**src/hw/spi_bridge_pkg.sv**
```systemverilog
// spi bridge constants and the payload types shared by the command and receive paths.
package spi_bridge_pkg;

  // bits moved per transfer, msb first.
  localparam int spi_width = 8;

  // wide enough to hold a count of 0 to spi_width.
  localparam int spi_cnt_w = $clog2(spi_width + 1);

  // clk200 cycles per half sclk period, so one spi bit takes 8 cycles.
  localparam int sclk_half = 4;

  localparam int sclk_cnt_w = $clog2(sclk_half); // half period counter width.

  // entries in each of the two buffers.
  localparam int fifo_depth = 4;

  // one byte on the wire in either direction.
  typedef logic [spi_width-1:0] spi_byte_t;

  // Command word as the host pushes it.
  typedef struct packed {
    spi_byte_t data; // byte shifted out on mosi.
    logic      keep; // store the byte read back in the receive buffer.
  } spi_cmd_t;

endpackage

```
**src/hw/sclk_gen.sv**
```systemverilog
`timescale 1ns/1ns
// spi clock generator that divides clk200 while running and flags each sclk edge.
module sclk_gen (
  input  logic clk200,
  input  logic nrst_once,
  input  logic run,
  output logic sclk,
  output logic sclk_rise,
  output logic sclk_fall
);
  import spi_bridge_pkg::*;

  logic [sclk_cnt_w-1:0] half_cnt;
  logic                  half_done;

  assign half_done = (half_cnt == sclk_cnt_w'(sclk_half - 1)); // last cycle of a half period.

  always_ff @(posedge clk200) begin
    if (!nrst_once) begin
      half_cnt  <= '0;
      sclk      <= 1'b0;
      sclk_rise <= 1'b0;
      sclk_fall <= 1'b0;
    end else if (!run) begin
      half_cnt  <= '0; // the next run opens with a full low half period.
      sclk      <= 1'b0;
      sclk_rise <= 1'b0;
      sclk_fall <= 1'b0;
    end else begin
      sclk_rise <= half_done && !sclk; // strobes line up with the new sclk level.
      sclk_fall <= half_done && sclk;
      if (half_done) begin
        half_cnt <= '0;
        sclk     <= ~sclk;
      end else begin
        half_cnt <= half_cnt + 1'b1;
      end
    end
  end

  // The core only drops run after a falling edge, so sclk is already low by then.
  assert property (@(posedge clk200) disable iff (!nrst_once)
    !run |-> !sclk);

endmodule

```
**src/hw/byte_fifo.sv**
```systemverilog
`timescale 1ns/1ns
// synchronous first-word-fall-through fifo with a typed payload and a set depth.
module byte_fifo #(
  parameter type payload_t = logic [7:0],
  parameter int  depth     = 4
) (
  input  logic     clk200,
  input  logic     nrst_once,
  input  logic     push,
  input  payload_t push_data,
  input  logic     pop,
  output payload_t head,
  output logic     empty,
  output logic     full
);
  localparam int ptr_w = (depth > 1) ? $clog2(depth) : 1;
  localparam int cnt_w = $clog2(depth + 1);

  payload_t         mem [depth];
  logic [ptr_w-1:0] wr_ptr;
  logic [ptr_w-1:0] rd_ptr;
  logic [cnt_w-1:0] count;

  // pointers wrap at depth, which need not be a power of two.
  function automatic logic [ptr_w-1:0] next_ptr(input logic [ptr_w-1:0] ptr);
    if (ptr == ptr_w'(depth - 1)) begin
      return '0;
    end
    return ptr + 1'b1;
  endfunction

  always_ff @(posedge clk200) begin
    if (push) begin
      mem[wr_ptr] <= push_data; // shows at the head one cycle later.
    end
  end

  always_ff @(posedge clk200) begin
    if (!nrst_once) begin
      wr_ptr <= '0;
      rd_ptr <= '0;
      count  <= '0;
    end else begin
      if (push) begin
        wr_ptr <= next_ptr(wr_ptr);
      end
      if (pop) begin
        rd_ptr <= next_ptr(rd_ptr);
      end
      case ({push, pop})
        2'b10:   count <= count + 1'b1;
        2'b01:   count <= count - 1'b1;
        default: count <= count; // push and pop together leave the level alone.
      endcase
    end
  end

  assign head  = mem[rd_ptr]; // oldest entry, valid while empty is low.
  assign empty = (count == '0);
  assign full  = (count == cnt_w'(depth));

  // The writer must respect full.
  assert property (@(posedge clk200) disable iff (!nrst_once)
    push |-> !full);

  // The reader must respect empty.
  assert property (@(posedge clk200) disable iff (!nrst_once)
    pop |-> !empty);

endmodule

```
**src/hw/spi_master_core.sv**
```systemverilog
`timescale 1ns/1ns
// spi mode 0 master core that runs one full-duplex byte transfer per popped command.
module spi_master_core (
  input  logic                      clk200,
  input  logic                      nrst_once,
  input  spi_bridge_pkg::spi_cmd_t  cmd_head,
  input  logic                      cmd_empty,
  output logic                      cmd_pop,
  input  logic                      rx_full,
  output logic                      rx_push,
  output spi_bridge_pkg::spi_byte_t rx_byte,
  output logic                      sclk_run,
  input  logic                      sclk_rise,
  input  logic                      sclk_fall,
  output logic                      ncs,
  output logic                      mosi,
  input  logic                      miso,
  output logic                      busy
);
  import spi_bridge_pkg::*;

  typedef enum logic [1:0] {
    st_idle,   // ncs high, waiting for a command.
    st_shift,  // ncs low, bits moving on each sclk edge.
    st_finish  // all bits sampled, waiting for the last falling edge.
  } state_t;

  state_t               state;
  spi_byte_t            tx_sr;
  spi_byte_t            rx_sr;
  logic [spi_cnt_w-1:0] bit_cnt;
  logic                 keep;

  // A kept read needs a free slot, counting the push that may still be in flight.
  assign cmd_pop = (state == st_idle) && !cmd_empty &&
                   (!cmd_head.keep || (!rx_full && !rx_push));

  assign mosi    = tx_sr[spi_width-1]; // msb leads from the first ncs low cycle.
  assign rx_byte = rx_sr;
  assign busy    = cmd_pop || (state != st_idle);

  always_ff @(posedge clk200) begin
    if (!nrst_once) begin
      state    <= st_idle;
      ncs      <= 1'b1;
      sclk_run <= 1'b0;
      rx_push  <= 1'b0;
      bit_cnt  <= '0;
      keep     <= 1'b0;
    end else begin
      rx_push <= 1'b0; // single cycle pulse.
      case (state)
        st_idle: begin
          if (cmd_pop) begin
            state    <= st_shift;
            ncs      <= 1'b0;
            sclk_run <= 1'b1;
            bit_cnt  <= '0;
            keep     <= cmd_head.keep;
          end
        end
        st_shift: begin
          if (sclk_rise) begin
            bit_cnt <= bit_cnt + 1'b1;
            if (bit_cnt == spi_cnt_w'(spi_width - 1)) begin
              state <= st_finish; // that was the last sample.
            end
          end
        end
        st_finish: begin
          if (sclk_fall) begin
            state    <= st_idle;
            ncs      <= 1'b1;
            sclk_run <= 1'b0;
            rx_push  <= keep; // the read byte is complete in rx_sr here.
          end
        end
        default: begin
          state <= st_idle;
        end
      endcase
    end
  end

  // mosi moves out on falling edges, miso comes in on rising edges.
  always_ff @(posedge clk200) begin
    if (cmd_pop) begin
      tx_sr <= cmd_head.data;
    end else if ((state == st_shift) && sclk_fall) begin
      tx_sr <= {tx_sr[spi_width-2:0], 1'b0}; // next bit ready before the next rise.
    end
    if ((state == st_shift) && sclk_rise) begin
      rx_sr <= {rx_sr[spi_width-2:0], miso};
    end
  end

  // every sclk edge of a byte falls inside the ncs low window.
  assert property (@(posedge clk200) disable iff (!nrst_once)
    (sclk_rise || sclk_fall) |-> !ncs);

  // The receive buffer never overflows from a kept read.
  assert property (@(posedge clk200) disable iff (!nrst_once)
    rx_push |-> !rx_full);

endmodule

```
**src/hw/spi_bridge_top.sv**
```systemverilog
`timescale 1ns/1ns
// spi bridge top joining the command fifo, sclk generator, master core and receive fifo.
module spi_bridge_top (
  input  logic                      clk200,
  input  logic                      nrst_once,
  input  logic                      cmd_push,
  input  spi_bridge_pkg::spi_cmd_t  cmd_data,
  output logic                      cmd_full,
  input  logic                      rx_pop,
  output spi_bridge_pkg::spi_byte_t rx_data,
  output logic                      rx_empty,
  output logic                      busy,
  output logic                      sclk,
  output logic                      ncs,
  output logic                      mosi,
  input  logic                      miso
);
  import spi_bridge_pkg::*;

  spi_cmd_t  cmd_head;
  logic      cmd_empty;
  logic      cmd_pop;
  logic      rx_push;
  spi_byte_t rx_byte;
  logic      rx_full;
  logic      sclk_run;
  logic      sclk_rise;
  logic      sclk_fall;

  byte_fifo #(
    .payload_t (spi_cmd_t),
    .depth     (fifo_depth)
  ) cmd_fifo_inst (
    .clk200    (clk200),
    .nrst_once (nrst_once),
    .push      (cmd_push),
    .push_data (cmd_data),
    .pop       (cmd_pop),
    .head      (cmd_head),
    .empty     (cmd_empty),
    .full      (cmd_full)
  );

  sclk_gen sclk_gen_inst (
    .clk200    (clk200),
    .nrst_once (nrst_once),
    .run       (sclk_run),
    .sclk      (sclk),
    .sclk_rise (sclk_rise),
    .sclk_fall (sclk_fall)
  );

  spi_master_core spi_master_core_inst (
    .clk200    (clk200),
    .nrst_once (nrst_once),
    .cmd_head  (cmd_head),
    .cmd_empty (cmd_empty),
    .cmd_pop   (cmd_pop),
    .rx_full   (rx_full),
    .rx_push   (rx_push),
    .rx_byte   (rx_byte),
    .sclk_run  (sclk_run),
    .sclk_rise (sclk_rise),
    .sclk_fall (sclk_fall),
    .ncs       (ncs),
    .mosi      (mosi),
    .miso      (miso),
    .busy      (busy)
  );

  byte_fifo #(
    .payload_t (spi_byte_t),
    .depth     (fifo_depth)
  ) rx_fifo_inst (
    .clk200    (clk200),
    .nrst_once (nrst_once),
    .push      (rx_push),
    .push_data (rx_byte),
    .pop       (rx_pop),
    .head      (rx_data),
    .empty     (rx_empty),
    .full      (rx_full)
  );

endmodule

```
**config.mk**
```make
export PLATFORM = sky130hd
export DESIGN_NAME = spi_bridge_top
export DESIGN_NICKNAME = d
export VERILOG_FILES = /design/src/hw/spi_bridge_pkg.sv /design/src/hw/sclk_gen.sv /design/src/hw/byte_fifo.sv /design/src/hw/spi_master_core.sv /design/src/hw/spi_bridge_top.sv
export SDC_FILE = /design/constraint.sdc
export NUM_CORES = 1
export LEC_CHECK = 0
export ABC_AREA = 1
export BUFFER_PORTS_ARGS = -buffer_cell sky130_fd_sc_hd__buf_2
export CORE_MARGIN = 3
export CORE_UTILIZATION = 50
export CTS_CLUSTER_SIZE = 24
export DETAILED_ROUTE_END_ITERATION = 8
export PLACE_DENSITY = 0.73
export RECOVER_POWER = 25
export SYNTH_ARGS = -nofsm -noshare
export SYNTH_HDL_FRONTEND = slang
export SYNTH_SLANG_ARGS = --single-unit
```
**constraint.sdc**
```tcl
create_clock -name clk200 -period 2.2 [get_ports clk200]
set_input_delay 0.22 -clock clk200 [delete_from_list [all_inputs] [get_ports clk200]]
set_output_delay 0.22 -clock clk200 [all_outputs]
set_load 0.03 [all_outputs]
```
==> results.py <==
metrics = {
    "floorplan": {
        "fp-row-count": 34,
        "start_util": 0.526,
        "core_um2": 8890,
        "die_y_um": 103,
        "dieArea_um2": 10600,
        "io_pins": 28,
        "die_w_um": 103,
    },
    "critical_path": {
        "cp_slowest_cell": "fa_1",
        "regToRegEndpoint": "cmd_fifo_inst.count[2]",
        "critPathLaunchType": "flop",
        "rr_startpoint": "spi_master_core_inst.state[0]",
        "path_class": "flop to flop",
        "critPathMaxStageDelay_ns": 0.45,
        "arrival_ns": 2.47,
        "path_max_fanout": 3,
        "endpoint_kind": "flop",
        "crit_start": "spi_master_core_inst.state[0]",
        "worstPathRequired_ns": 2.59,
        "path_cells": "inv_2, nand2_2, a21oi_4, nand2_2, nand2_4, ha_1, inv_1, fa_1, a21oi_1, o21ai_1, o21ai_1, a21oi_1",
        "critical_path.endpoint": "cmd_fifo_inst.count[2]",
        "rrSetupSlack_ns": 0.12,
        "reg2reg_depth": 12,
    },
    "clocking": {
        "cts_buffers": 17,
        "cts_tree": "yes",
        "clk-insertion-delay-late_ns": 0.51,
        "cts-root-buf": "clkbuf_8",
        "clock_sinks": 117,
        "clk_pin_slew_worst_paths_ns": 0.06,
        "htreeDepth": 4,
        "cts_max_path_buffers": 2,
    },
    "final_layout": {
        "syn_to_final_growth_pct": 22.0,
        "register_area_um2": 3190,
        "drive_gt1_frac": 0.173,
        "n_fill_cell": 662,
        "finalNetCount": 484,
        "antenna_cells": 0,
        "multiInputGateArea_um2": 1260,
        "finalNonFillerCells": 575,
    },
    "drt": {
        "dr.pass1.iters": 4,
        "vias": 3000,
        "routedWlPerCell_um": 14.8,
        "viasPerCell": 5.22,
        "wl_um": 8530,
        "drc_errors": 0,
        "ant_nets": 0,
        "drt_iter0_drc": 169,
    },
    "timing": {
        "min_period_ns": 2.08,
        "maxSlewHeadroom": 0.699,
        "max_freq_mhz": 481,
        "hold_viol_final": 0,
        "finalCritPeriodShare": 0.946,
        "slew_violations": 0,
        "max_slew.worst_pin.slew_ns": 0.451,
        "tns_ns": 0,
        "fin_skew_ns": 0.00754,
        "rsz0062_at_grt": "false",
        "finalSetupViolCount": 0,
    },
    "job": {
        "max-cap-violations": 0,
    },
    "power": {
        "power_uw": 7460,
        "power.switching_uw": 2170,
        "combPwrFrac": 0.217,
        "netSwitchingFraction": 0.291,
        "p_leak_uw": 0.00223,
        "clkPwrFrac": 0.408,
        "powerDensity_nw_per_um2": 1310,
        "power_frac_seq": 0.374,
        "p_int_uw": 5290,
        "peakVddDrop_v": 0.000714,
    },
    "synthesis": {
        "synth_warnings": 0,
        "synth_cell_types": 31,
        "ys.flop_type": "edfxtp_1",
        "yosysSeqAreaShare": 0.681,
        "avgSynthCellArea_um2": 11.7,
        "syn_nets": 430,
        "syn_area_um2": 4680,
        "ys_seq_elements": 117,
        "synth_async_sr_flop_share": 0,
        "synth_cells": 400,
        "synth-edff-count": 84,
    },
    "grt": {
        "antenna_found_initial": 0,
        "grt_usage": 0.177,
        "grt-ovfl-total": 0,
        "grt_pass1_wl_um": 14100,
        "grt_pass1_vias": 2943,
        "grt_max_degree": 19,
    },
    "min_path": {
        "min_path_type": "primary input to flop",
    },
    "place": {
        "numPortBuffers": 27,
        "place_inst": 532,
        "hpwl_um": 5330,
        "gp_congestion": 0.830,
    },
    "status": {
        "status": "complete, no violations",
    },
}
[logic make-up after synthesis]
family	synth area share
AOI/OAI and AO/OA	0.0985
xor gates and xnor gates	0.00187
buffers and inverters	0.0500
adders and majority gates	0.0460
DFF	0.681
and+or+nand+nor	0.123
[area by class of cell]
| cell class | count | area share |
|---|---|---|
| Tap cell | 108 | 0.0237 |
| Clock buffer | 17 | 0.0726 |
| Inverter | 41 | 0.0287 |
| Multi-Input combinational cell | 232 | 0.222 |
| Timing Repair Buffer | 45 | 0.0498 |
| Sequential cell | 117 | 0.559 |
| Clock inverter | 15 | 0.0445 |
[Yosys cell counts, types with 5 or more instances]
cell type	instances	share of area
edfxtp_1	84	0.54
nor2_1	53	0.043
nand2_1	48	0.039
o21ai_0	43	0.046
inv_1	36	0.029
dfxtp_1	33	0.14
a21oi_1	17	0.018
o22ai_1	16	0.021
ha_1	14	0.037
nand3_1	11	0.012
nor3_1	8	0.0086
buf_2	5	0.0053
nand2_2	5	0.0067
[worst max-delay path: cells and delay by family, from the launching register on]
family	cells	cell delay, ns
compound gates	5	0.64
fa+ha+maj	2	0.58
simple gates	3	0.27
buf+inv	2	0.15
flops	1	0.33
[metrics by stage]
step,setup WS [ns],area [um2],utilization,hold slack (ns)
2_1_floorplan,0.147,4680,-,0.319
3_3_place_gp,0.108,4930,0.554,0.403
3_5_place_dp,-0.00568,4930,0.554,0.405
4_1_cts,0.0626,5700,0.641,0.0382
5_1_grt,0.00815,5710,0.642,0.0742
6_report,0.119,5710,0.642,0.0495
[per-layer routing]
metal / vias up / part of all wire / global-route usage
met5: - / 0 / 0
met3: 10 / 0.037 / 0.0507
li1: 1500 / - / -
met4: 0 / 0.012 / 0.0706
met1: 1427 / 0.44 / 0.221
met2: 63 / 0.51 / 0.292
[power groups by stage]
stage	Sequential, uW	Clock, uW	Combinational, uW
after floorplan	2810	0	1190
after global placement	2810	0	1500
after detailed placement	2820	0	1540
after CTS	2790	3100	1590
after global routing	2820	3210	1810
final	2790	3050	1620
[state kept, by name, summed over array words and instances, names as in the netlist, 3 cells and up, named ones only]
signal,count
rx_fifo_inst.mem,32
spi_master_core_inst.rx_byte,8
spi_master_core_inst.tx_sr,8
rx_fifo_inst.count,3
cmd_fifo_inst.mem,36
cmd_fifo_inst.count,3
spi_master_core_inst.bit_cnt,4
[placed cells by master, fill, tap and decap left out, types with 2 or more instances in the layout]
master / count
nand2_4: 4
nor2_1: 53
edfxtp_1: 84
dfxtp_1: 30
buf_2: 18
o22ai_1: 16
clkinv_4: 6
clkbuf_1: 9
dfxtp_2: 2
ha_1: 14
nand2_1: 48
nor3_1: 8
bufinv_16: 6
nand3_1: 11
dlygate4sd3_1: 10
inv_2: 3
nand3_2: 3
o21ai_0: 41
buf_4: 8
fa_1: 2
a21oi_1: 17
nand2_2: 4
inv_1: 36
clkbuf_16: 16
o21ai_1: 3
[worst min-delay path by stage]
| stage | start | slack, ns | endpoint | depth (start not counted) |
|---|---|---|---|---|
| 6_report | rx_pop | 0.05 | rx_fifo_inst.rd_ptr[1] | 3 |
| 4_1_cts | rx_pop | 0.04 | rx_fifo_inst.rd_ptr[1] | 3 |
| 2_1_floorplan | cmd_data[0] | 0.32 | cmd_fifo_inst.mem[0][0] | 0 |
| 3_3_place_gp | miso | 0.40 | spi_master_core_inst.rx_byte[0] | 1 |
| 5_1_grt | nrst_once | 0.07 | spi_master_core_inst.ncs | 2 |
| 3_5_place_dp | miso | 0.40 | spi_master_core_inst.rx_byte[0] | 1 |
[timing repair]
item	CTS	global route
gates resized for setup	1	6
endpoints found under the setup margin	2	2
pin swaps	0	1
setup buffers	0	1
hold buffers	10	0
hold endpoints to repair	37	0
Power figures use the tool's default switching activity.
